File: config.mk
export PLATFORM = sky130hd
export DESIGN_NAME = icache_fill_port
export DESIGN_NICKNAME = d
export VERILOG_FILES = /design/src/hdl/icache_pkg.sv /design/src/hdl/icache_fill_port.sv
export VERILOG_INCLUDE_DIRS = /design/src /design/src/hdl
export SDC_FILE = /design/constraint.sdc
export NUM_CORES = 1
export LEC_CHECK = 0
export ABC_CLOCK_PERIOD_IN_PS = 800
export BUFFER_PORTS_ARGS = -buffer_cell sky130_fd_sc_hd__buf_4
export CORE_AREA = 2 2 136 138
export DETAILED_ROUTE_END_ITERATION = 8
export DIE_AREA = 0 0 138 140
export PLACE_DENSITY_LB_ADDON = 0.25
export SLEW_MARGIN = 0
export SYNTH_ARGS = -nofsm -noshare
export SYNTH_HDL_FRONTEND = slang
export SYNTH_SLANG_ARGS = --single-unit
File: constraint.sdc
create_clock -name vclk -period 0.8
set_clock_uncertainty 0.1 [all_clocks]
set_input_delay 0.16 -clock vclk [all_inputs]
set_output_delay 0.16 -clock vclk [all_outputs]
set_load 0.02 [all_outputs]
File: src/hdl/icache_macros.svh
// cache geometry; index and block offset must fit inside the page offset for VIPT lookup
`ifndef ICACHE_MACROS_SVH
`define ICACHE_MACROS_SVH

// geometry
`define ICACHE_SETS 64
`define ICACHE_WAYS 4
`define ICACHE_WORDS 4

// datapath widths
`define INSTR_W 32
`define VADDR_W 32

// address split, physical address is ptag followed by the page offset
`define PAGE_OFFSET_W 12
`define PTAG_W 20
`define INDEX_W 6
`define BLOCK_OFFSET_W 4

// replacement
`define WAY_W 2
`define LRU_W 3

`endif

File: src/hdl/icache_pkg.sv
// shared cache types; widths come from icache_macros.svh and a block packs word k at bits 32k up
`default_nettype none

`include "icache_macros.svh"

package icache_pkg;

  typedef logic [`PTAG_W-1:0] ptag_t;
  typedef logic [`INDEX_W-1:0] index_t;
  typedef logic [`WAY_W-1:0] way_t;
  typedef logic [`INSTR_W-1:0] instr_t;

  // word 0 sits in the low bits
  typedef logic [`ICACHE_WORDS-1:0][`INSTR_W-1:0] block_t;

  // single valid bit, no coherence state
  typedef struct packed {
    logic  valid;
    ptag_t tag;
  } tag_entry_t;

  // bit0 picks the half, bit1 and bit2 pick within it
  typedef logic [`LRU_W-1:0] lru_t;

  typedef enum logic {
    e_tag_clear_set,
    e_tag_write
  } tag_op_e;

endpackage

`default_nettype wire

File: src/hdl/icache_fill_port.sv
// fetch owns the arrays whenever v_i is high; a fill data write always carries a whole block
`timescale 1ns/1ps
`default_nettype none

`include "icache_macros.svh"

module icache_fill_port (
  input  logic                     v_i,
  input  icache_pkg::index_t       vaddr_index_i,
  input  logic                     tag_wr_v_i,
  input  icache_pkg::tag_op_e      tag_wr_op_i,
  input  icache_pkg::index_t       tag_wr_index_i,
  input  icache_pkg::way_t         tag_wr_way_i,
  input  icache_pkg::ptag_t        tag_wr_tag_i,
  input  logic                     tag_wr_valid_i,
  output logic                     tag_wr_yumi_o,
  input  logic                     data_wr_v_i,
  input  icache_pkg::index_t       data_wr_index_i,
  input  icache_pkg::way_t         data_wr_way_i,
  input  icache_pkg::block_t       data_wr_block_i,
  output logic                     data_wr_yumi_o,
  output logic                     tag_en_o,
  output logic [`ICACHE_WAYS-1:0]  tag_we_o,
  output icache_pkg::index_t       tag_addr_o,
  output icache_pkg::tag_entry_t   tag_wdata_o,
  output logic                     data_en_o,
  output logic [`ICACHE_WAYS-1:0]  data_we_o,
  output icache_pkg::index_t       data_addr_o,
  output icache_pkg::block_t       data_wdata_o
);

  function automatic logic [`ICACHE_WAYS-1:0] way_onehot(input icache_pkg::way_t way);
    return {{(`ICACHE_WAYS-1){1'b0}}, 1'b1} << way;
  endfunction

  // lookup has priority over both fill ports
  assign tag_wr_yumi_o  = tag_wr_v_i & ~v_i;
  assign data_wr_yumi_o = data_wr_v_i & ~v_i;

  assign tag_en_o   = v_i | tag_wr_yumi_o;
  assign tag_addr_o = v_i ? vaddr_index_i : tag_wr_index_i;

  // set clear writes an invalid entry into every way
  always_comb begin
    tag_we_o    = '0;
    tag_wdata_o = '0;
    if (tag_wr_yumi_o) begin
      if (tag_wr_op_i == icache_pkg::e_tag_clear_set) begin
        tag_we_o = '1;
      end else begin
        tag_we_o          = way_onehot(tag_wr_way_i);
        tag_wdata_o.valid = tag_wr_valid_i;
        tag_wdata_o.tag   = tag_wr_tag_i;
      end
    end
  end

  assign data_en_o    = v_i | data_wr_yumi_o;
  assign data_addr_o  = v_i ? vaddr_index_i : data_wr_index_i;
  assign data_we_o    = data_wr_yumi_o ? way_onehot(data_wr_way_i) : '0;
  assign data_wdata_o = data_wr_block_i;

endmodule

`default_nettype wire

==> qor.yml <==
outcome: "finished, violations left"
violations: "setup timing"
drc_errors: 0
io_pins: 348
grt_max_degree: 22
placedCellCount: 401
tightest_slew_ps: 157
start_kind: "primary input"
drive_gt1_share_pct: 91.1
relSlewSlack_pct: 89.5
critPathKind: "in2out"
rows: 49
synth_top_area_share_pct: 70.5
instances_no_fill: 408
ys_types: 17
crit_required_ps: 540
syn_inst: 201
min_period_over_period_pct: 148
p_leak_nw: 0.950
routedWlPerCell_um: 10.5
antennaDiodeCount: 0
ys_seq_area_share_pct: 0
vias: 1037
grtUsageTotal_pct: 3.97
hold_path_startpoint: "data_wr_block_i[103]"
critPathMaxFanout: 21
regArea_um2: 0
rsz0062_at_grt: "true"
synthTopCellsByArea: "buf_4, and2_1, o21ai_0"
timing.final.ws_setup_ps: -386
nFlopsAndLatches: 0
numPortBuffers: 92
die_h_um: 140
crit_start: "v_i"
grt.overflow.total: 0
cp_data_arrival_time_ps: 930
place_ws_ps: -442
syn_nets: 376
synth.largest_area_cell: "buf_4"
grt_pass1_vias: 1142
cp-end-kind: "output port"
antenna_found_initial: 0
coreArea_mm2: 0.0178
hp-class: "in2out"
place.gp.congestion: 0.729
dieWidth_um: 138
drt_wl_total_um: 4270
nets: 356
p_per_area_mw_per_mm2: 490
maxCapViolations: 0
yosysWarnings: 0
finalCriticalPeriod_ps: 1190
irDropWorstVdd_mv: 0.131
avgSynthCellArea_um2: 6.78
start_util_pct: 7.66
nClkBuffers: 0
grt_pass1_wl_um: 6350
synth_common_cells: "buf_4, and2_1, inv_1, o21ai_0, nand2_1"
fmax_ghz: 0.843
setup_viol: 45
hpwl_um: 3520
postCtsHoldBufs: 0
syn_area_mm2: 0.00136
ant_nets: 0
syn2layout_area_growth_pct: 55.6
maxSlewViolCount: 0
hold_viol_final: 0
vias_per_cell: 2.54
post-synth-top-count-cell: "buf_4"
die_area_mm2: 0.0193
dr.pass1.iters: 2
drt_iter0_drc: 13
worst max-delay path, cell delays in order:
cell	delay, ps
buf_12	110
and3b_2	250
buf_12	150
and2_4	150
buf_6	110
timing repair:
| action | 4_1_cts | 5_1_grt |
|---|---|---|
| pin swaps | 15 | 3 |
| gates cloned | 2 | 0 |
| gates resized for setup | 79 | 9 |
| buffers inserted | 4 | 2 |
| endpoints found under the setup margin | 45 | 45 |
worst paths after layout:
kind,cells after the start,slack [ps],end
setup / recovery,5,-390,tag_wdata_o[4]
hold / removal,0,220,data_wdata_o[103]
layout make-up:
| type | count | area, µm² |
|---|---|---|
| Multi-Input combinational cell | 56 | 648 |
| Fill cell | 2043 | 15700 |
| Tap cell | 229 | 287 |
| Inverter | 13 | 48.8 |
| Timing Repair Buffer | 110 | 1140 |
through the flow:
step | cell area (µm²) | util, % | power [mW] | TNS, ps | hold WS (ps)
after floorplan | 1600 | - | 1.31 | -4170 | 256
after global placement | 1660 | 9.34 | 0.791 | -17230 | 220
after detailed placement | 1660 | 9.34 | 0.794 | -17530 | 220
after CTS | 2070 | 11.6 | 1.03 | -15540 | 220
after global routing | 2120 | 11.9 | 1.10 | -16700 | 220
final | 2120 | 11.9 | 1.04 | -15230 | 220
layout by cell type (no fill, tap or decap), drive strengths merged:
cell type	count
buf	110
and2	21
inv	13
o21ai	12
nand2	7
and3b	3
a21oi	3
nand2b	3
or2	2
nor2b	1
nor3b	1
o21a	1
nor2	1
and3	1
power breakdown:
part | total, mW | internal [mW] | leakage, nW | switching, mW
Sequential | 0 | 0 | 0 | 0
Combinational | 1.04 | 0.595 | 0.950 | 0.444
Clock | 0 | 0 | 0 | 0
Total | 1.04 | 0.595 | 0.950 | 0.444
cell families (layout without fill, tap and decap cells):
group	after synthesis	in the layout	synth area share, %
buffers and inverters	145	123	76.4
and+or+nand+nor	40	40	17.5
AOI/OAI and AO/OA	16	16	6.06
routing by layer:
metal	up-vias	track usage, %	share of wire, %
met5	-	0	0
met4	0	2.85	7.1
met1	453	3.74	31
li1	436	-	-
met2	104	7.01	49
met3	44	1.61	13
No activity file was read; power rests on OpenSTA's default activity.
