==> src/hdl/icache_macros.svh <==
// cache geometry; index and block offset must fit inside the page offset for VIPT lookup
`ifndef ICACHE_MACROS_SVH
`define ICACHE_MACROS_SVH

// geometry
`define ICACHE_SETS 64
`define ICACHE_WAYS 4
`define ICACHE_WORDS 4

// datapath widths
`define INSTR_W 32
`define VADDR_W 32

// address split, physical address is ptag followed by the page offset
`define PAGE_OFFSET_W 12
`define PTAG_W 20
`define INDEX_W 6
`define BLOCK_OFFSET_W 4

// replacement
`define WAY_W 2
`define LRU_W 3

`endif

==> src/hdl/icache_pkg.sv <==
// shared cache types; widths come from icache_macros.svh and a block packs word k at bits 32k up
`default_nettype none

`include "icache_macros.svh"

package icache_pkg;

  typedef logic [`PTAG_W-1:0] ptag_t;
  typedef logic [`INDEX_W-1:0] index_t;
  typedef logic [`WAY_W-1:0] way_t;
  typedef logic [`INSTR_W-1:0] instr_t;

  // word 0 sits in the low bits
  typedef logic [`ICACHE_WORDS-1:0][`INSTR_W-1:0] block_t;

  // single valid bit, no coherence state
  typedef struct packed {
    logic  valid;
    ptag_t tag;
  } tag_entry_t;

  // bit0 picks the half, bit1 and bit2 pick within it
  typedef logic [`LRU_W-1:0] lru_t;

  typedef enum logic {
    e_tag_clear_set,
    e_tag_write
  } tag_op_e;

endpackage

`default_nettype wire

==> src/hdl/icache_miss_ctrl.sv <==
// one outstanding miss; a TV miss while a fill is pending raises no request and must be refetched
`timescale 1ns/1ps
`default_nettype none

`include "icache_macros.svh"

module icache_miss_ctrl (
  input  logic                                clk_i,
  input  logic                                reset_i,
  input  logic                                tv_v_i,
  input  logic                                tv_hit_i,
  input  logic [`PTAG_W+`PAGE_OFFSET_W-1:0]   tv_paddr_i,
  input  icache_pkg::way_t                    victim_way_i,
  input  logic                                miss_req_ready_i,
  input  logic                                miss_done_i,
  output logic                                miss_req_v_o,
  output logic [`PTAG_W+`PAGE_OFFSET_W-1:0]   miss_req_addr_o,
  output logic                                miss_meta_v_o,
  output icache_pkg::way_t                    miss_meta_way_o,
  output logic                                data_v_o,
  output logic                                ready_o
);

  typedef enum logic {
    e_ready,
    e_miss
  } state_e;

  state_e state_r;
  state_e state_n;
  logic   miss_tv;

  assign miss_tv         = tv_v_i & ~tv_hit_i;
  assign miss_req_v_o    = miss_tv & miss_req_ready_i & (state_r == e_ready);
  assign miss_req_addr_o = tv_paddr_i;
  assign data_v_o        = tv_v_i & tv_hit_i;

  // tracker
  always_comb begin
    case (state_r)
      e_ready: state_n = miss_req_v_o ? e_miss : e_ready;
      e_miss:  state_n = miss_done_i ? e_ready : e_miss;
      default: state_n = e_ready;
    endcase
  end

  always_ff @(posedge clk_i) begin
    if (reset_i) begin
      state_r       <= e_ready;
      miss_meta_v_o <= 1'b0;
    end else begin
      state_r       <= state_n;
      miss_meta_v_o <= miss_req_v_o;
    end
  end

  // metadata trails the request by one cycle
  always_ff @(posedge clk_i) begin
    if (miss_req_v_o) begin
      miss_meta_way_o <= victim_way_i;
    end
  end

  assign ready_o = (state_r == e_ready) & miss_req_ready_i & ~miss_req_v_o;

endmodule

`default_nettype wire

==> config.mk <==
export PLATFORM = sky130hd
export DESIGN_NAME = icache_miss_ctrl
export DESIGN_NICKNAME = d
export VERILOG_FILES = /design/src/hdl/icache_pkg.sv /design/src/hdl/icache_miss_ctrl.sv
export VERILOG_INCLUDE_DIRS = /design/src /design/src/hdl
export SDC_FILE = /design/constraint.sdc
export NUM_CORES = 1
export LEC_CHECK = 0
export BUFFER_PORTS_ARGS = -buffer_cell sky130_fd_sc_hd__buf_2
export CORE_MARGIN = 3
export CORE_UTILIZATION = 23
export CTS_BUF_LIST = sky130_fd_sc_hd__clkbuf_4
export CTS_CLUSTER_DIAMETER = 200
export DETAILED_ROUTE_END_ITERATION = 10
export GPL_ROUTABILITY_DRIVEN = 0
export PLACE_DENSITY = 0.76
export SYNTH_ARGS = -nofsm -noshare
export SYNTH_HDL_FRONTEND = slang
export SYNTH_SLANG_ARGS = --single-unit
==> constraint.sdc <==
create_clock -name clk_i -period 1.2 [get_ports clk_i]
set_clock_uncertainty 0.2 [all_clocks]
set_input_delay 0.18 -clock clk_i [delete_from_list [all_inputs] [get_ports clk_i]]
set_output_delay 0.18 -clock clk_i [all_outputs]
set_load 0.01 [all_outputs]
==> run_results.csv <==
group,metric,value,unit
status,outcome,"finished, violations left",
status,violations,"negative setup slack",
detailed_routing,ant_nets,0,
sta,rsz0062_at_grt,"yes",
clock_network,cts_tree,"done",
yosys,synth_compound_area_share,2.134,%
clock_network,clk_latency,230,ps
sta,drv_slew,0,
global_route,grt-ovfl-total,0,
sta,finalCritPeriodShare,110.4,%
pwr,clkPwrFrac,49.7,%
pwr,peakVddDrop,246.7,uV
yosys,synthMuxAreaShare,0,%
setup_path,cp_slowest_stage_delay,320,ps
pwr,internal-power,334.1,uW
placed_design,io_buffers,13,
yosys,yosysWarnings,0,
setup_path,r2r_setup_slack,30,ps
yosys,synthXorXnorAreaFrac,0,%
floorplan,core,1594,um^2
clock_network,path_clk_slew,40,ps
detailed_routing,avgRoutedWirePerCell,10.54,um
sta,final-setup-viol-count,2,
setup_path,startpoint_type,"flip-flop",
pwr,swShare,20.39,%
layout,fill_cells,177,
detailed_routing,vias,210,
yosys,synth_simple_gate_area_share,14.02,%
yosys,synth_fa_ha_area_share,0,%
layout,diodes,0,
setup_path,path_class,"reg2out",
detailed_routing,drc_errors,0,
yosys,synth_top_family_by_area,"buffers and inverters",
setup_path,critPathRequiredTime,820,ps
layout,fin_util,23.08,%
clock_network,cts_root_buffer,"clkbuf_4",
sta,tns,-233.7,ps
detailed_routing,post_drt_via_cell_ratio,3.559,
clock_network,ctsHtreeMaxLevel,1,
layout,syn_to_final_growth,-10.37,%
placed_design,dp_cells,51,
sta,min_period,1324,ps
pwr,power_density,1141,nW/um^2
floorplan,start_util,25.75,%
yosys,ys_seq_area_share,24.39,%
detailed_routing,drt-initial-drc-count,1,
yosys,syn_avg_cell_area,9.327,um^2
clock_network,clockBufferDepth,2,
clock_network,clock_sinks,4,
layout,layout.cells.non_filler,59,
pwr,switchingPower,85.60,uW
pwr,power_frac_seq,35.9,%
setup_path,endpoint_kind,"output port",
setup_path,crit_path_top_delay_cell,"dfxtp_2",
global_route,antenna_found_initial,0,
detailed_routing,firstDrtPassIters,2,
sta,worst_slack,-124.4,ps
floorplan,die_x,48.24,um
sta,final-hold-violation-count,0,
pwr,comb_power_share,14.4,%
pwr,leakagePower,0.1639,nW
sta,slew_headroom,91.02,%
yosys,ys_types,11,
setup_path,arrival,940,ps
pwr,p_total,419.7,uW
global_route,grt_pass1_wl,910,um
layout,final_nets,76,
floorplan,rows,14,
layout,final_area,367.9,um^2
floorplan,dieArea,2327,um^2
global_route,grt_max_degree,4,
global_route,grt_pass1_vias,225,
yosys,synth_seq_cells,4,
setup_path,crit_chain,"buf_6 > nor3b_2 > buf_2",
layout,final_cell_mix,"12 x buf_2, 4 x clkbuf_4, 3 x dlygate4sd3_1, 3 x buf_6, 2 x edfxtp_1",
layout,drive_above_1_share,71.43,%
yosys,synth_area,410.4,um^2
yosys,synth_nets,84,
floorplan,die_y,48.24,um
yosys,netlist_instances,44,
placed_design,dp_hpwl,455.2,um
detailed_routing,drt_wl_total,622,um
setup_path,crit_fanout,2,
flow_run,maxCapViolations,0,
floorplan,io_pins,78,
sta,tightest_slew,134.4,ps
sta,max_freq,0.7550,GHz
placed_design,dpl_cell_area,280.3,um^2
clock_network,cts_made_buffers,3,
min_path,hp-class,"in2reg",
layout,final_common_cell,"buf_2",
global_route,grt_usage,5.900,%
==> area by class of cell <==
cell class,count,area (um^2),area share [%]
Tap cell,24,30.03,8.163
Multi-Input combinational cell,7,71.32,19.39
Timing Repair Buffer,19,131.4,35.71
Clock buffer,4,30.03,8.163
Sequential cell,4,101.3,27.55
Inverter,1,3.754,1.020
==> worst max-delay path: cells and delay by family, from the launching register on <==
kind | cells | cell delay (ps)
buf+inv | 2 | 250
flops | 1 | 320
simple gates | 1 | 130
==> sequential cells by signal, summed over array words and instances (netlist names) <==
signal           flops
miss_meta_v_o        1
miss_meta_way_o      2
state_r              1
==> routing by layer <==
layer | global-route usage, % | up-vias | wire length (um)
met5 | 0 | - | 0
met1 | 5.459 | 97 | 238
met3 | 4.059 | 4 | 128
li1 | - | 86 | -
met4 | 6.989 | 0 | 8
met2 | 7.813 | 23 | 246
==> kinds of logic (layout without fill, tap and decap cells) <==
logic type	after synthesis	in the layout
buffers and inverters	33	24
AND/OR/NAND/NOR	6	6
flip-flops	4	4
AO/OA/AOI/OAI	1	1
==> final timing paths <==
path	start	end	cells after the start
setup reg to reg	state_r$_SDFF_PP0_	miss_meta_way_o[1]$_DFFE_PP_	3
hold / removal	miss_done_i	state_r$_SDFF_PP0_	3
setup / recovery	state_r$_SDFF_PP0_	ready_o	3
hold reg to reg	state_r$_SDFF_PP0_	state_r$_SDFF_PP0_	3
==> metrics by stage <==
| stage | hold slack, ps | setup WS, ps |
|---|---|---|
| after floorplan | 42.44 | 23.45 |
| after global placement | 160.1 | 58.82 |
| after detailed placement | 160.1 | 40.69 |
| after CTS | 24.75 | -143.6 |
| after global routing | 56.02 | -198.4 |
| final | 26.74 | -124.4 |
==> power by group through the flow <==
stage / clock (mW) / sequential, mW / combinational [mW]
after detailed placement: 0 / 0.152 / 0.0464
final: 0.209 / 0.151 / 0.0605
after global placement: 0 / 0.152 / 0.0454
after CTS: 0.219 / 0.150 / 0.0603
after global routing: 0.235 / 0.151 / 0.0669
after floorplan: 0 / 0.154 / 0.126
==> synthesized netlist by cell type, drive strengths merged <==
| master | number | area, um^2 |
|---|---|---|
| inv | 1 | 3.750 |
| nand4bb | 1 | 27.53 |
| edfxtp | 2 | 60.06 |
| nand2b | 1 | 6.260 |
| a21oi | 1 | 8.760 |
| nor3b | 1 | 7.510 |
| nor2b | 1 | 6.260 |
| dfxtp | 2 | 40.04 |
| and2 | 1 | 6.260 |
| buf | 32 | 240.2 |
| nor2 | 1 | 3.750 |
==> repair_timing <==
action,4_1_cts,5_1_grt
resized for setup,5,1
hold buffers,3,0
pin swaps,2,0
hold endpoints to repair,4,0
setup endpoints to repair,2,4
setup buffers,1,0
gates cloned,0,0
Note: power is estimated with default switching activity, not from simulation.
