## src/hdl/icache_macros.svh

```systemverilog
// cache geometry; index and block offset must fit inside the page offset for VIPT lookup
`ifndef ICACHE_MACROS_SVH
`define ICACHE_MACROS_SVH

// geometry
`define ICACHE_SETS 64
`define ICACHE_WAYS 4
`define ICACHE_WORDS 4

// datapath widths
`define INSTR_W 32
`define VADDR_W 32

// address split, physical address is ptag followed by the page offset
`define PAGE_OFFSET_W 12
`define PTAG_W 20
`define INDEX_W 6
`define BLOCK_OFFSET_W 4

// replacement
`define WAY_W 2
`define LRU_W 3

`endif

```

## src/hdl/icache_pkg.sv

```systemverilog
// shared cache types; widths come from icache_macros.svh and a block packs word k at bits 32k up
`default_nettype none

`include "icache_macros.svh"

package icache_pkg;

  typedef logic [`PTAG_W-1:0] ptag_t;
  typedef logic [`INDEX_W-1:0] index_t;
  typedef logic [`WAY_W-1:0] way_t;
  typedef logic [`INSTR_W-1:0] instr_t;

  // word 0 sits in the low bits
  typedef logic [`ICACHE_WORDS-1:0][`INSTR_W-1:0] block_t;

  // single valid bit, no coherence state
  typedef struct packed {
    logic  valid;
    ptag_t tag;
  } tag_entry_t;

  // bit0 picks the half, bit1 and bit2 pick within it
  typedef logic [`LRU_W-1:0] lru_t;

  typedef enum logic {
    e_tag_clear_set,
    e_tag_write
  } tag_op_e;

endpackage

`default_nettype wire

```

## src/hdl/icache_lookup.sv

```systemverilog
// two-stage TL/TV lookup; ptag must arrive in TL or the fetch is dropped, payload flops have no reset
`timescale 1ns/1ps
`default_nettype none

`include "icache_macros.svh"

module icache_lookup (
  input  logic                                      clk_i,
  input  logic                                      reset_i,
  input  logic                                      v_i,
  input  logic [`VADDR_W-1:0]                       vaddr_i,
  input  icache_pkg::ptag_t                         ptag_i,
  input  logic                                      ptag_v_i,
  input  icache_pkg::tag_entry_t [`ICACHE_WAYS-1:0] tag_rdata_i,
  input  icache_pkg::block_t [`ICACHE_WAYS-1:0]     data_rdata_i,
  output logic                                      tv_v_o,
  output logic                                      tv_hit_o,
  output icache_pkg::way_t                          tv_hit_way_o,
  output logic [`ICACHE_WAYS-1:0]                   tv_valid_ways_o,
  output icache_pkg::index_t                        tv_index_o,
  output logic [`PTAG_W+`PAGE_OFFSET_W-1:0]         tv_paddr_o,
  output icache_pkg::instr_t                        data_o
);

  localparam int word_sel_w = $clog2(`ICACHE_WORDS);
  localparam int blk_addr_w = `PTAG_W + `PAGE_OFFSET_W - `BLOCK_OFFSET_W;

  logic                      v_tl_r;
  logic [`PAGE_OFFSET_W-1:0] vaddr_tl_r;
  logic                      tv_we;
  logic [`ICACHE_WAYS-1:0]   hit_v_tl;
  logic [`ICACHE_WAYS-1:0]   valid_tl;

  logic                                  v_tv_r;
  logic [`ICACHE_WAYS-1:0]               hit_v_tv_r;
  logic [`ICACHE_WAYS-1:0]               valid_tv_r;
  logic [blk_addr_w-1:0]                 blk_addr_tv_r;
  logic [word_sel_w-1:0]                 word_tv_r;
  icache_pkg::block_t [`ICACHE_WAYS-1:0] data_tv_r;
  icache_pkg::way_t                      hit_way_tv;

  // TL stage, arrays are read in the same cycle as v_i
  always_ff @(posedge clk_i) begin
    if (reset_i) begin
      v_tl_r <= 1'b0;
    end else begin
      v_tl_r <= v_i;
    end
  end

  // only the page offset is needed past the array read
  always_ff @(posedge clk_i) begin
    if (v_i) begin
      vaddr_tl_r <= vaddr_i[`PAGE_OFFSET_W-1:0];
    end
  end

  for (genvar w = 0; w < `ICACHE_WAYS; w++) begin : g_cmp
    assign valid_tl[w] = tag_rdata_i[w].valid;
    assign hit_v_tl[w] = tag_rdata_i[w].valid && (tag_rdata_i[w].tag == ptag_i);
  end

  assign tv_we = v_tl_r & ptag_v_i;

  // TV stage
  always_ff @(posedge clk_i) begin
    if (reset_i) begin
      v_tv_r <= 1'b0;
    end else begin
      v_tv_r <= tv_we;
    end
  end

  always_ff @(posedge clk_i) begin
    if (tv_we) begin
      hit_v_tv_r    <= hit_v_tl;
      valid_tv_r    <= valid_tl;
      blk_addr_tv_r <= {ptag_i, vaddr_tl_r[`PAGE_OFFSET_W-1:`BLOCK_OFFSET_W]};
      word_tv_r     <= vaddr_tl_r[`BLOCK_OFFSET_W-1:2];
      data_tv_r     <= data_rdata_i;
    end
  end

  // hit vector is one-hot, lowest way wins if not
  always_comb begin
    hit_way_tv = '0;
    for (int w = `ICACHE_WAYS-1; w >= 0; w--) begin
      if (hit_v_tv_r[w]) begin
        hit_way_tv = icache_pkg::way_t'(w);
      end
    end
  end

  assign tv_v_o          = v_tv_r;
  assign tv_hit_o        = |hit_v_tv_r;
  assign tv_hit_way_o    = hit_way_tv;
  assign tv_valid_ways_o = valid_tv_r;
  // low bits of the block address are paddr bits 9..4
  assign tv_index_o      = blk_addr_tv_r[`INDEX_W-1:0];
  assign tv_paddr_o      = {blk_addr_tv_r, {`BLOCK_OFFSET_W{1'b0}}};
  assign data_o          = data_tv_r[hit_way_tv][word_tv_r];

endmodule

`default_nettype wire

```

## config.mk

```make
export PLATFORM = sky130hd
export DESIGN_NAME = icache_lookup
export DESIGN_NICKNAME = d
export VERILOG_FILES = /design/src/hdl/icache_pkg.sv /design/src/hdl/icache_lookup.sv
export VERILOG_INCLUDE_DIRS = /design/src /design/src/hdl
export SDC_FILE = /design/constraint.sdc
export NUM_CORES = 1
export LEC_CHECK = 0
export ABC_AREA = 1
export BUFFER_PORTS_ARGS = -buffer_cell sky130_fd_sc_hd__buf_2
export CORE_AREA = 2 2 288 290
export CTS_BUF_LIST = sky130_fd_sc_hd__clkbuf_16
export CTS_CLUSTER_DIAMETER = 60
export DETAILED_ROUTE_END_ITERATION = 16
export DIE_AREA = 0 0 290 292
export HOLD_SLACK_MARGIN = 0.15
export PLACE_DENSITY = 0.61
export REMOVE_ABC_BUFFERS = 1
export SYNTH_ARGS = -nofsm -noshare
export SYNTH_HDL_FRONTEND = slang
export SYNTH_SLANG_ARGS = --single-unit
```

## constraint.sdc

```tcl
create_clock -name clk_i -period 25.9 [get_ports clk_i]
set_clock_uncertainty 0.15 [all_clocks]
set_input_delay 1.295 -clock clk_i [delete_from_list [all_inputs] [get_ports clk_i]]
set_output_delay 1.295 -clock clk_i [all_outputs]
set_load 0.02 [all_outputs]
```

==> results list, run 1 <==
- Worst slew slack as a fraction of its limit: 0.309
* Number of levels in the clock H-tree: 3
* Measured slew at the worst slew-check pin: 1040 ps
- Data arrives at the worst endpoint at 3970 ps.
- The root buffer cell chosen for the clock tree is sky130_fd_sc_hd__clkbuf_16.
* Average instance area after synthesis: 10.9 sq um
- Number of antenna violations at the first check in global routing: 32
- The number of pins exceeding their max-slew limit in the final report came to 0.
* Detailed-router iteration count before antenna repair: 6
- Most used standard cell by instance count after synthesis: sky130_fd_sc_hd__nand3_1
- Dividing the detail-routed wire length by the instance count gives 19.3 um.
- Result of the run: finished clean
- Using the TritonRoute via totals, the vias-per-cell ratio works out to 4.66.
- 730 I/O pins were placed.
- Post-synthesis cell count: 2301
- In this run the horizontal extent of the chip is 290 um.
- The longest clock path from root to sink contains 3 buffers.
- STA classifies the critical path endpoint as a primary output.
- Final setup slack of the worst path: 20480 ps
* Wire length after detailed routing: 79300 um
- For this run, the post-layout net count is 3616.
* Worst-case vdd ir drop: 0.0650 mV
- For the worst setup path, the data required time is 24450 ps.
- Number of global-route vias before repair: 18400
* FF+latch count, synth: 562
- The clock net in this run drives a total of 562 sinks.
- Port Buf Inserts: 703
- Number of core rows: 105
- The count of nets left with antenna violations once routing finished came out at 0.
* Chip height: 292 um
* EDFF count, synth: 560
- For the final routed database, the setup TNS stands at 0 ps.
* Area delta synth->final: 27.1%
- Cell taking the most area after synthesis: sky130_fd_sc_hd__edfxtp_1
- Hpwl dp: 53000 um
* Number of DRC violations after detailed-routing iteration 0: 1261
* Die area: 84700 sq um
- Critical path launch point type: flop
- Synth warn: 0
- Global routing finished with a remaining overflow of 0.
- Power spread over the standard cell area amounts to 66.6 nW/um^2.
- The worst hold path was traced through 0 stages.
* Aggregate global-route resource usage: 0.182
- Leakage power: 14.0 nW
- For this run, the register share of the synthesized area comes to 0.673.
- TritonCTS created 72 clock buffers.
- The floorplan step defined a core boundary enclosing 81600 sq um.
- Layout cell share with drive strength beyond 1: 0.280
- For this run, the leading register cell type out of synthesis is sky130_fd_sc_hd__edfxtp_1.
- Counting the fill cells in the layout gives 8064.
* Resize count post-CTS: 0
- The placed instances occupy a cell area of 29500 sq um.
* Later-pin clock latency in the skew report: 620 ps
- Maximum fanout along the worst path: 146
- Count of hold buffers inserted by post-cts repair: 0
- Of the post-synthesis cell area, the dominant cell type holds 0.672.
- RSZ-0062 raised after global routing: no
- Area of the mapped netlist: 25000 sq um
* Crit path time final: 5420 ps
- Highest clock frequency the design can meet: 0.185 GHz
- Total setup violations reported at the end of the flow: 0
- The setup path with the least slack is of type reg -> out.
* CTS clk-pin slew, worst paths: 60 ps
- Via count of the routed design: 19100
- The hold violation count in the final report came to 0.
- Before CTS, the worst setup slack after placement is 20360 ps.
- Wire length of the first global-routing pass: 116000 um
- Period utilization: 0.209
- Routability congestion estimate from global placement: 0.847
- CTS tree: built
- Entering global routing, the biggest net connects 147 pins.
* Top post-synthesis cells by area: sky130_fd_sc_hd__edfxtp_1, sky130_fd_sc_hd__nand3_1, sky130_fd_sc_hd__inv_1
* Design Area, Final: 31800 sq um
- After detailed routing, the number of remaining DRC violations is 0.
* Post-CTS setup-driven buffer insertion count: 0
- The worst register-to-register path has a depth of 5.
* Total of max-cap violations: 0
- Yosys mapped the design onto 26 distinct sky130hd cell types.
- Counting instances in the post-synthesis netlist gives the leading cell types as sky130_fd_sc_hd__nand3_1, sky130_fd_sc_hd__edfxtp_1, sky130_fd_sc_hd__inv_1, sky130_fd_sc_hd__nand2_1, sky130_fd_sc_hd__nand3b_1.
* Share of flip-flops with an asynchronous set or reset after synthesis: 0
- Type of the most critical hold path: reg -> reg
- Initial core utilization: 0.307
-- cells by family (layout without fill, tap and decap cells) --
group                  Yosys count  after routing  share of synthesized area
AND/OR/NAND/NOR               1103           1103                      0.215
buffers and inverters          563           1276                     0.0909
flip-flops                     562            562                      0.673
AO/OA/AOI/OAI                   43             43                     0.0107
XOR/XNOR                        29             29                     0.0101
other                            1             21                   0.000150
-- layout by cell type (no fill, tap or decap), types with 5 or more instances in the layout --
| master | instances |
|---|---|
| sky130_fd_sc_hd__edfxtp_1 | 560 |
| sky130_fd_sc_hd__o21ai_0 | 17 |
| sky130_fd_sc_hd__xnor2_1 | 18 |
| sky130_fd_sc_hd__nand4_1 | 6 |
| sky130_fd_sc_hd__buf_2 | 703 |
| sky130_fd_sc_hd__inv_8 | 6 |
| sky130_fd_sc_hd__clkbuf_16 | 72 |
| sky130_fd_sc_hd__buf_4 | 26 |
| sky130_fd_sc_hd__diode_2 | 17 |
| sky130_fd_sc_hd__clkinv_1 | 15 |
| sky130_fd_sc_hd__xor2_1 | 11 |
| sky130_fd_sc_hd__nand3_1 | 586 |
| sky130_fd_sc_hd__nand2_1 | 335 |
| sky130_fd_sc_hd__nand3b_1 | 128 |
| sky130_fd_sc_hd__inv_1 | 421 |
| sky130_fd_sc_hd__nor2_1 | 43 |
| sky130_fd_sc_hd__clkinv_2 | 12 |
| sky130_fd_sc_hd__bufinv_16 | 5 |
| sky130_fd_sc_hd__o22ai_1 | 14 |
-- area by class of cell --
cell class / count / area [sq um] / share of cell area
Tap cell: 1070 / 1340 / 0.0420
Multi-Input combinational cell: 1179 / 5960 / 0.187
Clock buffer: 72 / 1800 / 0.0566
Sequential cell: 562 / 16900 / 0.529
Timing Repair Buffer: 730 / 3730 / 0.117
Antenna cell: 17 / 42.5 / 0.00134
Clock inverter: 55 / 515 / 0.0162
Inverter: 419 / 1590 / 0.0499
-- state kept, by name, indices dropped and copies added (netlist names) --
| signal | count |
|---|---|
| tv_v_o | 1 |
| data_tv_r | 512 |
| vaddr_tl_r | 10 |
| hit_v_tv_r | 4 |
| word_tv_r | 2 |
| blk_addr_tv_r | 28 |
| v_tl_r | 1 |
| tv_valid_ways_o | 4 |
-- path summary, 6_finish.rpt --
| kind | from | endpoint | slack (ps) |
|---|---|---|---|
| max | hit_v_tv_r[2]$_DFFE_PP_ | data_o[22] | 20480 |
| max reg2reg | v_tl_r$_SDFF_PP0_ | data_tv_r[440]$_DFFE_PP_ | 21420 |
| min | vaddr_tl_r[10]$_DFFE_PP_ | blk_addr_tv_r[6]$_DFFE_PP_ | 270 |
| min reg2reg | vaddr_tl_r[10]$_DFFE_PP_ | blk_addr_tv_r[6]$_DFFE_PP_ | 270 |
-- per-layer routing --
metal / track usage / up-vias / share of wire
li1: - / 9127 / -
met1: 0.208 / 9031 / 0.37
met2: 0.322 / 758 / 0.52
met3: 0.0487 / 174 / 0.076
met4: 0.0755 / 28 / 0.033
met5: 0 / - / 0.0022
-- where the power goes --
| part | internal, mW | switching, mW |
|---|---|---|
| registers | 1.03 | 0.00567 |
| clock network | 0.565 | 0.407 |
| logic | 0.0505 | 0.0575 |
| total | 1.65 | 0.470 |
-- critical path: stages (launching register included) --
cell and delay (ps):
sky130_fd_sc_hd__edfxtp_1 390, sky130_fd_sc_hd__inv_2 60, sky130_fd_sc_hd__nand2_1 120, sky130_fd_sc_hd__nand2_8 270
sky130_fd_sc_hd__nand2_8 400, sky130_fd_sc_hd__buf_12 450, sky130_fd_sc_hd__nand2_1 210, sky130_fd_sc_hd__nand3_1 90
sky130_fd_sc_hd__nand3_1 250, sky130_fd_sc_hd__nand3_1 230, sky130_fd_sc_hd__nand2_1 120, sky130_fd_sc_hd__buf_2 180
-- stage by stage --
step                hold WS, ps   util  std cells  power [mW]
floorplan                   250      -       2160        1.11
global placement            251  0.361       3960        1.16
detailed placement          256  0.361       3960        1.17
CTS                         268  0.390       4087        2.14
global route                272  0.390       4101        2.20
finish                      268  0.390       4104        2.12
Power figures use the tool's default switching activity.
==> run 2, diff against run 1 <==
--- a/config.mk
+++ b/config.mk
@@ -6,15 +6,15 @@
 export SDC_FILE = /design/constraint.sdc
 export NUM_CORES = 1
 export LEC_CHECK = 0
-export ABC_AREA = 1
+export ABC_AREA = 0
 export BUFFER_PORTS_ARGS = -buffer_cell sky130_fd_sc_hd__buf_2
-export CORE_AREA = 2 2 288 290
+export CORE_AREA = 2 2 287 289
 export CTS_BUF_LIST = sky130_fd_sc_hd__clkbuf_16
 export CTS_CLUSTER_DIAMETER = 60
 export DETAILED_ROUTE_END_ITERATION = 16
-export DIE_AREA = 0 0 290 292
+export DIE_AREA = 0 0 289 291
 export HOLD_SLACK_MARGIN = 0.15
-export PLACE_DENSITY = 0.61
+export PLACE_DENSITY = 0.58
 export REMOVE_ABC_BUFFERS = 1
 export SYNTH_ARGS = -nofsm -noshare
 export SYNTH_HDL_FRONTEND = slang
==> constraint.sdc (replaced) <==
create_clock -name clk_i -period 5.6 [get_ports clk_i]
set_clock_uncertainty 0.15 [all_clocks]
set_input_delay 0.28 -clock clk_i [delete_from_list [all_inputs] [get_ports clk_i]]
set_output_delay 0.28 -clock clk_i [all_outputs]
set_load 0.02 [all_outputs]
==> run 2 against run 1 <==
Routed wire length grew 8.7%; design area increased by 10%; via count decreased by 2.5%; utilization up 4.3 points; worst setup slack lost 19000 ps; global-route usage increased by 1.5 points; first-iteration DRC count rose by 10%; combinational power grew to 7.4 times the previous value; flip-flop and latch count unchanged.
==> results list, run 2 <==
- Required time at the endpoint of the critical path: 5170 ps (was 24450 ps)
* Wire length after detailed routing: 86200 um (was 79300 um)
* Worst hold margin: 228 ps (was 268 ps)
- The most frequent cell after synthesis was sky130_fd_sc_hd__edfxtp_1 (was sky130_fd_sc_hd__nand3_1).
* Fin Setup TNS: 0 ps (unchanged)
- The post-CTS setup buffer count was 0 (unchanged).
- Post-synthesis cell count: 1400 (was 2301)
* Commonest non-fill, non-tap cell in the layout: sky130_fd_sc_hd__buf_2 (unchanged)
- The relative max-transition margin came to 0.248 (was 0.309).
* Commonest register cell after synthesis: sky130_fd_sc_hd__edfxtp_1 (unchanged)
- Count of nets after finishing: 3307 (was 3616)
- The library cell with the largest summed area after synthesis was sky130_fd_sc_hd__edfxtp_1 (unchanged).
- The number of buffers inserted during clock tree synthesis is 68 (was 72).
* Switching power total: 2.18 mW (was 0.470 mW)
- The unique cell type count in the Yosys netlist is 40 (was 26).
* Share of flip-flops with an asynchronous set or reset after synthesis: 0 (unchanged)
- Hpwl dp: 53500 um (was 53000 um)
- The xor and xnor fraction of the mapped netlist area came to 0.0308 (was 0.0101).
- Dominant combinational cell family by area after synthesis: compound AO/OA/AOI/OAI gates (was simple AND/OR/NAND/NOR gates)
* Resize count post-CTS: 0 (unchanged)
- The number of iterations in the first detailed-routing pass came to 5 (was 6).
* ANT nets after route: 0 (unchanged)
- Initial core utilization: 0.280 (was 0.307)
- Of the available clock period, the critical path in the final layout requires 0.712.
- Share of total power consumed by net switching: 0.220 (was 0.222)
- The highest-utilization routing layer at the global route stage is met2 (unchanged).
* GR met2 Demand/Resource: 0.348 (was 0.322)
- Fraction of synthesized cell area taken by the top area cell type: 0.739 (was 0.672)
- The post-synthesis to final-layout area growth came to 54.6% (was 27.1%).
- The number of rows in the core area is 105 (unchanged).
- The combinational cell fraction of total power is 0.080 (was 0.051).
- The worst path needs 3990 ps of the cycle, external delays included.
- The maximum root-to-sink buffer count came to 3 (unchanged).
- The post-synthesis sequential area ratio is 0.741 (was 0.673).
- The via count of the first global-routing pass was 20100 (was 18400).
- The synthesized-area fraction occupied by and/or/nand/nor cells is 0.0323 (was 0.215).
- The number of enable-type register cells in the synthesized netlist was 560 (unchanged).
* Most used cells in the layout excluding fill and tap cells: sky130_fd_sc_hd__buf_2, sky130_fd_sc_hd__dlygate4sd3_1, sky130_fd_sc_hd__edfxtp_1 (was sky130_fd_sc_hd__buf_2, sky130_fd_sc_hd__nand3_1, sky130_fd_sc_hd__edfxtp_1)
* Wire length of the first global-routing pass: 123000 um (was 116000 um)
- Regs by FF count: data_tv_r: 512 flops, blk_addr_tv_r: 28 flops, vaddr_tl_r: 10 flops (unchanged)
* Fill cells: 7143 (was 8064)
* Highest clock frequency the design can meet: 0.251 GHz
* Later-pin clock latency in the skew report: 600 ps (was 620 ps)
* Routed length per instance: 22.7 um (was 19.3 um)
- Via count of the routed design: 18600 (was 19100)
- The power per standard cell area was 282 nW/um^2 (was 66.6 nW/um^2).
- Area of the mapped netlist: 22700 sq um (was 25000 sq um)
- The master cell of the clock root buffer was sky130_fd_sc_hd__clkbuf_16 (unchanged).
- The clock-pin slew on the worst setup and hold paths was 60 ps (about the same).
* Data arrival time of the critical path: 3560 ps (was 3970 ps)
- Leakage power: 13.5 nW (was 14.0 nW)
- Design Area, Final: 35200 sq um (was 31800 sq um)
- The clock sink total is 562 (unchanged).
- Number of antenna violations at the first check in global routing: 15 (was 32)
* Synth warn: 0 (unchanged)
* Count of final hold-check violations: 0 (unchanged)
- FF+latch count, synth: 562 (unchanged)
- Clock share of power: 0.433 (was 0.459)
- Share of total power in sequential cells: 0.486 (was 0.490)
- Count of hold buffers inserted by post-cts repair: 561 (was 0)
- Top post-synthesis cells by area: sky130_fd_sc_hd__edfxtp_1, sky130_fd_sc_hd__a21oi_1, sky130_fd_sc_hd__a21o_1 (was sky130_fd_sc_hd__edfxtp_1, sky130_fd_sc_hd__nand3_1, sky130_fd_sc_hd__inv_1)
- The path type of the worst setup path is reg -> out (unchanged).
- WHS Path Cells: 2 (was 0)
- The area after detailed placement came to 27400 sq um (was 29500 sq um).
- The vias per cell is 4.92 (was 4.66).
- Top cell types by occurrence after synthesis: sky130_fd_sc_hd__edfxtp_1, sky130_fd_sc_hd__a21oi_1, sky130_fd_sc_hd__a21o_1, sky130_fd_sc_hd__o21ai_0, sky130_fd_sc_hd__clkbuf_1 (was sky130_fd_sc_hd__nand3_1, sky130_fd_sc_hd__edfxtp_1, sky130_fd_sc_hd__inv_1, sky130_fd_sc_hd__nand2_1, sky130_fd_sc_hd__nand3b_1)
- The global routing usage on met1 came to 0.226 (was 0.208).
- The register with the most flip-flops was data_tv_r (unchanged).
- Maximum fanout along the worst path: 60 (was 146)
* Port Buf Inserts: 703 (unchanged)
* CP endpoint kind: primary output (unchanged)
- Final number of max-transition violations: 0 (unchanged)
- The mean area per synthesized cell came to 16.2 sq um (was 10.9 sq um).
- Multiplexer share of the synthesized area: 0 (unchanged)
- CTS tree: built (unchanged)
- The violation count after the first detailed-route iteration is 1387 (was 1261).
* Total setup violations reported at the end of the flow: 0 (unchanged)
- The core footprint was 81200 sq um (was 81600 sq um).
- The slew at the pin closest to its max-slew limit came to 1130 ps (was 1040 ps).
* Internal power of the cells: 7.71 mW (was 1.65 mW)
- The routability congestion estimate from global placement came to 0.977 (was 0.847).
- The die footprint is 84100 sq um (was 84700 sq um).
* Drc violations: 0 (unchanged)
- Met3 routing resource usage after global routing: 0.0411 (was 0.0487)
- RSZ-0062 raised after global routing: no (unchanged)
- The depth of the worst register-to-register path is 2 (was 5).
- The chip width is 289 um (was 290 um).
* Pin count of the biggest net entering global routing: 140 (was 147)
- Type of the most critical hold path: in -> reg (was reg -> reg)
- The number of violations of the max-capacitance limit is 0 (unchanged).
- Adder and majority cell fraction of the synthesized area: 0 (unchanged)
* Chip height: 291 um (was 292 um)
- The total global routing overflow is 0 (unchanged).
- The overall routing resource usage was 0.197 (was 0.182).
- The number of flip-flops under the largest register name is 512 (unchanged).
- The number of top-level pins is 730 (unchanged).
- Number of levels in the clock H-tree: 3 (unchanged)
- Result of the run: finished clean (unchanged)
- The peak ir drop on the vdd network was 0.223 mV (was 0.0650 mV).
- The compound-cell area share of the yosys netlist came to 0.164 (was 0.0107).
- Critical path launch point type: flop (unchanged)
* Layout cell share with drive strength beyond 1: 0.323 (was 0.280)
[run 2: metrics by stage]
| stage | std cells | total power [mW] | util | setup WS (ps) |
|---|---|---|---|---|
| detailed placement | 3094 | 5.36 | 0.337 | 2160 |
| finish | 3790 | 9.90 | 0.433 | 1610 |
| global route | 3790 | 10.2 | 0.433 | 1430 |
| CTS | 3776 | 9.95 | 0.433 | 1500 |
| floorplan | 1283 | 5.10 | - | -8250 |
| global placement | 3094 | 5.34 | 0.337 | 1950 |
[run 2: area by class of cell]
class,count,area (sq um),share of cell area
sequential,562,16900,0.480
timing repair buffer,1302,9490,0.270
multi-input combinational,703,5210,0.148
clock buffer,69,1730,0.0491
tap,1070,1340,0.0381
clock inverter,52,422,0.0120
inverter,18,68.8,0.00196
antenna,14,35.0,0.000997
[run 2: kinds of logic (layout without fill, tap and decap cells)]
family / Yosys count / in the layout
flip-flops: 562 / 562
AO/OA/AOI/OAI: 494 / 494
buffers and inverters: 138 / 1441
AND/OR/NAND/NOR: 125 / 125
XOR/XNOR: 80 / 80
other: 1 / 18
[run 2: routing by layer]
| layer | vias to the layer above | share of wire |
|---|---|---|
| met3 | 230 | 0.075 |
| met5 | - | 0.00016 |
| met2 | 1056 | 0.51 |
| met4 | 2 | 0.044 |
| li1 | 8205 | - |
| met1 | 9155 | 0.37 |
[run 2: final timing paths]
| check | startpoint | end | slack [ps] |
|---|---|---|---|
| worst max-delay path | hit_v_tv_r[1]$_DFFE_PP_ | data_o[23] | 1610 |
| worst max register to register | v_tl_r$_SDFF_PP0_ | data_tv_r[8]$_DFFE_PP_ | 3030 |
| worst min-delay path | data_rdata_i[178] | data_tv_r[178]$_DFFE_PP_ | 230 |
| worst min register to register | vaddr_tl_r[7]$_DFFE_PP_ | blk_addr_tv_r[3]$_DFFE_PP_ | 260 |
[run 2: power groups by stage]
stage | clock network [mW] | logic [mW] | registers [mW]
floorplan | 0 | 0.134 | 4.97
global placement | 0 | 0.446 | 4.89
detailed placement | 0 | 0.458 | 4.90
CTS | 4.36 | 0.783 | 4.81
global route | 4.55 | 0.844 | 4.82
finish | 4.29 | 0.796 | 4.81
[run 2: worst max-delay path, stage by stage, from the launching register on]
cell	delay, ps
sky130_fd_sc_hd__edfxtp_1	770
sky130_fd_sc_hd__nor3_4	320
sky130_fd_sc_hd__buf_4	760
sky130_fd_sc_hd__o21ai_0	230
sky130_fd_sc_hd__o211a_1	160
sky130_fd_sc_hd__o32ai_1	400
sky130_fd_sc_hd__buf_2	250
==> run 3, diff against run 2 <==
--- a/config.mk
+++ b/config.mk
@@ -8,13 +8,13 @@
 export LEC_CHECK = 0
 export ABC_AREA = 0
 export BUFFER_PORTS_ARGS = -buffer_cell sky130_fd_sc_hd__buf_2
-export CORE_AREA = 2 2 287 289
+export CORE_AREA = 2 2 285 287
 export CTS_BUF_LIST = sky130_fd_sc_hd__clkbuf_16
 export CTS_CLUSTER_DIAMETER = 60
 export DETAILED_ROUTE_END_ITERATION = 16
-export DIE_AREA = 0 0 289 291
+export DIE_AREA = 0 0 287 289
 export HOLD_SLACK_MARGIN = 0.15
-export PLACE_DENSITY = 0.58
+export PLACE_DENSITY = 0.61
 export REMOVE_ABC_BUFFERS = 1
 export SYNTH_ARGS = -nofsm -noshare
 export SYNTH_HDL_FRONTEND = slang
==> constraint.sdc (replaced) <==
create_clock -name clk_i -period 3.3 [get_ports clk_i]
set_clock_uncertainty 0.15 [all_clocks]
set_input_delay 0.165 -clock clk_i [delete_from_list [all_inputs] [get_ports clk_i]]
set_output_delay 0.165 -clock clk_i [all_outputs]
set_load 0.02 [all_outputs]
==> run 3 against run 2 <==
The run now fails in clock tree synthesis; synthesized area stayed put; synthesized cell count stayed put.
==> results list, run 3 <==
* Result of the run: aborted with a tool error (was finished clean)
- Exit stage: clock tree synthesis
- The tool reported: "[ERROR RSZ-0060] Max buffer count reached".
- The number of top-level pins was 730 (unchanged).
- Commonest register cell after synthesis: sky130_fd_sc_hd__edfxtp_1 (unchanged)
- Synth warn: 0 (unchanged)
- The mean area per synthesized cell was 16.2 sq um (unchanged).
* Max clock buf depth: 3 (unchanged)
- Cell taking the most area after synthesis: sky130_fd_sc_hd__edfxtp_1 (unchanged)
- Number of levels in the clock H-tree: 3 (unchanged)
- Fraction of synthesized cell area taken by the top area cell type: 0.739 (unchanged)
- Root cell of the clock tree: sky130_fd_sc_hd__clkbuf_16 (unchanged)
- Resize count post-CTS: 4 (was 0)
* Unique masters post-synth: 40 (unchanged)
- Routability congestion estimate from global placement: 0.945 (was 0.977)
- The gate count of the mapped netlist was 1400 (unchanged).
* Clock sinks: 562 (unchanged)
* Total CTS buffers: 68 (unchanged)
- Register area share after synthesis: 0.741 (unchanged)
* Area of the mapped netlist: 22700 sq um (unchanged)
- The number of rows in the core area is 104 (was 105).
- Width of the die: 287 um (was 289 um)
* Share of flip-flops with an asynchronous set or reset after synthesis: 0 (unchanged)
- Post-CTS setup-driven buffer insertion count: 14 (was 0)
* Cell total after placement: 3118 (was 3094)
* Top cell types by occurrence after synthesis: sky130_fd_sc_hd__edfxtp_1, sky130_fd_sc_hd__a21oi_1, sky130_fd_sc_hd__a21o_1, sky130_fd_sc_hd__o21ai_0, sky130_fd_sc_hd__clkbuf_1 (unchanged)
* Top post-synthesis cells by area: sky130_fd_sc_hd__edfxtp_1, sky130_fd_sc_hd__a21oi_1, sky130_fd_sc_hd__a21o_1 (unchanged)
- Hpwl dp: 56200 um (was 53500 um)
- The initial cell density of the core was 0.285 (was 0.280).
- Most used standard cell by instance count after synthesis: sky130_fd_sc_hd__edfxtp_1 (unchanged)
- FF+latch count, synth: 562 (unchanged)
* EDFF count, synth: 560 (unchanged)
* Count of hold buffers inserted by post-cts repair: 651 (was 561)
- The vertical die dimension is 289 um (was 291 um).
- Port Buf Inserts: 703 (unchanged)
==> run 3: cell counts after synthesis <==
Identical to the previous run, type by type.
==> run 3: stage by stage <==
| stage | TNS (ps) | instance area, sq um | util | setup slack (ps) | hold slack [ps] |
|---|---|---|---|---|---|
| 3_3_place_gp | 0 | 27800 | 0.348 | 338 | 193 |
| 3_5_place_dp | 0 | 27800 | 0.348 | 258 | 193 |
| 2_1_floorplan | -5921450 | 22100 | - | -10550 | 86.6 |
==> run 3: logic make-up after synthesis <==
| logic type | count (synthesis) | synth area share |
|---|---|---|
| AO/OA/AOI/OAI | 494 | 0.164 |
| XOR/XNOR | 80 | 0.0308 |
| buffers and inverters | 138 | 0.0315 |
| flip-flops | 562 | 0.741 |
| other | 1 | 0.000165 |
| AND/OR/NAND/NOR | 125 | 0.0323 |
==> run 4, diff against run 3 <==
--- a/config.mk
+++ b/config.mk
@@ -8,13 +8,10 @@
 export LEC_CHECK = 0
 export ABC_AREA = 0
 export BUFFER_PORTS_ARGS = -buffer_cell sky130_fd_sc_hd__buf_2
-export CORE_AREA = 2 2 285 287
-export CTS_BUF_LIST = sky130_fd_sc_hd__clkbuf_16
-export CTS_CLUSTER_DIAMETER = 60
+export CORE_AREA = 2 2 288 290
 export DETAILED_ROUTE_END_ITERATION = 16
-export DIE_AREA = 0 0 287 289
-export HOLD_SLACK_MARGIN = 0.15
-export PLACE_DENSITY = 0.61
+export DIE_AREA = 0 0 290 292
+export PLACE_DENSITY_LB_ADDON = 0.15
 export REMOVE_ABC_BUFFERS = 1
 export SYNTH_ARGS = -nofsm -noshare
 export SYNTH_HDL_FRONTEND = slang
==> constraint.sdc (replaced) <==
create_clock -name clk_i -period 4.3 [get_ports clk_i]
set_clock_uncertainty 0.15 [all_clocks]
set_input_delay 0.215 -clock clk_i [delete_from_list [all_inputs] [get_ports clk_i]]
set_output_delay 0.215 -clock clk_i [all_outputs]
set_load 0.02 [all_outputs]
==> run 4 against run 3 <==
The flow now finishes without violations.
==> results list, run 4 (synthesized netlist as in run 2, its figures left out) <==
- Result of the run: finished clean (was aborted with a tool error)
* RSZ-0062 raised after global routing: no
* Number of antenna violations at the first check in global routing: 9
- The number of pins exceeding their max-slew limit in the final report is 0.
* Count of nets after finishing: 3314
- Period utilization: 0.834
- The post-CTS setup buffer count is 0 (was 14).
- In the routed design, unresolved DRC markers number 0.
- Chip height: 292 um (was 289 um)
* Worst slew slack as a fraction of its limit: 0.340
- The register with the most flip-flops in the layout has 512 of them.
- CTS tree: built
* Vias per inst: 4.76
* Regs by FF count: data_tv_r: 512 flops, blk_addr_tv_r: 28 flops, vaddr_tl_r: 10 flops
* Area used by sequential logic in the layout: 16900 sq um
- Total CTS buffers: 68 (unchanged)
- The layout has 7506 filler cells.
- The detailed router finished its first iteration with 1201 violations.
- Number of levels in the clock H-tree: 3 (unchanged)
* Commonest non-fill, non-tap cell in the layout: sky130_fd_sc_hd__buf_2
* Max clock buf depth: 3 (unchanged)
- The count of buffers inserted at the top-level ports was 703 (unchanged).
- The master cell of the clock root buffer was sky130_fd_sc_hd__clkbuf_16 (unchanged).
- The total instance count after detailed placement is 3103 (was 3118).
- Highest clock frequency the design can meet: 0.279 GHz
- Remaining Overflow, GRT: 0
- Critical path launch point type: flop
- Walking the worst path, the cells encountered are nor2_4 > buf_4 > a221oi_1 > o32ai_1 > buf_2.
- For this design the ratio of total power to cell area is 361 nW/um^2.
- For this block, the routed nets add up to 87200 um of wire.
- Total power: 12.7 mW
- Setup violations remaining at the end of the flow were counted as 0.
* Kind of critical path: reg -> out
- The number of top-level pins came to 730 (unchanged).
- The number of instances resized during post-cts repair is 0 (was 4).
* Bufs and invs on worst path: 2
- Count of final hold-check violations: 0
- Clock sinks: 562 (unchanged)
* Count of hold buffers inserted by post-cts repair: 559 (was 651)
- ANT nets after route: 0
* Later-pin clock latency in the skew report: 600 ps
* Data arrival time of the critical path: 3220 ps
- The area growth from synthesis to layout is 54.6%.
- CTS clk-pin slew, worst paths: 60 ps
- The initial cell density of the core came to 0.279 (was 0.285).
- Hpwl dp: 57200 um (was 56200 um)
- CP endpoint kind: primary output
- With fillers left out, the area of the finished cells amounts to 35200 sq um.
- The via count of the first global-routing pass is 19900.
* Number of core rows: 105 (was 104)
* Crit path time final: 3590 ps
- Type of the most critical hold path: in -> reg
- Family with the most delay on the worst path: simple AND/OR/NAND/NOR gates
- Number of standard cells in the layout, taps in and fillers out: 3798
- Minimum setup slack after placement: 1200 ps (was 258 ps)
- Wire length of the first global-routing pass: 126000 um
* Fin Setup TNS: 0 ps
* Floorplan Core Area: 81600 sq um
- The pre-antenna-repair detailed-routing pass consisted of 5 iterations.
- Routed length per instance: 23.0 um
* Area of the multi-input gates: 5210 sq um
* Maximum fanout along the worst path: 21
- Cell with the largest stage delay on the worst path: sky130_fd_sc_hd__nor2_4
* Leakage power: 13.4 nW
- In the global route stage, overall resource usage came out at 0.201.
- Layout cell share with drive strength beyond 1: 0.323
- Entering global routing, the biggest net connects 104 pins.
* Die area: 84700 sq um
- Across the VDD grid, the largest voltage drop is 0.291 mV.
- Most used cells in the layout excluding fill and tap cells: sky130_fd_sc_hd__buf_2, sky130_fd_sc_hd__edfxtp_1, sky130_fd_sc_hd__dlygate4sd3_1
* Routability congestion estimate from global placement: 0.897 (was 0.945)
- Required time at the endpoint of the critical path: 3930 ps
* Register name with the most flops: data_tv_r
- Total of max-cap violations: 0
* Placement-stage cell area: 27500 sq um (was 27800 sq um)
- Detailed routing inserted a total of 18100 vias.
* Width of the die: 290 um (was 287 um)
- The worst path meets setup with 712 ps of slack.
- For the pin with the worst max-slew slack, the measured transition is 987 ps.
- Largest stage delay on the critical path: 830 ps
## run 4: final cells by class
type | count | share of cell area
well taps | 1070 | 0.0381
diodes | 12 | 0.000854
inverters | 18 | 0.00196
clock buffers | 90 | 0.0516
multi-input cells | 703 | 0.148
clock inverters | 34 | 0.00758
flip-flops and latches | 562 | 0.479
repair buffers | 1309 | 0.272
## run 4: per-layer routing
metal | global-route usage | part of all wire
met5 | 0 | 0
met4 | 0.0765 | 0.034
met3 | 0.0415 | 0.061
met2 | 0.367 | 0.52
met1 | 0.231 | 0.39
## run 4: path summary, 6_finish.rpt
| path | to | slack, ps | startpoint | depth (start not counted) |
|---|---|---|---|---|
| setup / recovery | data_o[19] | 710 | hit_v_tv_r[0]$_DFFE_PP_ | 5 |
| hold / removal | data_tv_r[297]$_DFFE_PP_ | 170 | data_rdata_i[297] | 2 |
| setup reg to reg | data_tv_r[335]$_DFFE_PP_ | 2040 | v_tl_r$_SDFF_PP0_ | 2 |
| hold reg to reg | blk_addr_tv_r[7]$_DFFE_PP_ | 280 | vaddr_tl_r[11]$_DFFE_PP_ | 0 |
## run 4: metrics by stage
stage	hold WS, ps	util
finish	166	0.431
CTS	109	0.431
floorplan	137	-
global route	138	0.431
global placement	241	0.337
detailed placement	243	0.337
## run 4: power breakdown
part,leakage (nW),internal [mW],total (mW),switching (mW)
clock network,1.02,3.07,5.39,2.33
registers,5.18,6.22,6.26,0.0414
logic,7.24,0.626,1.05,0.421
total,13.4,9.91,12.7,2.79
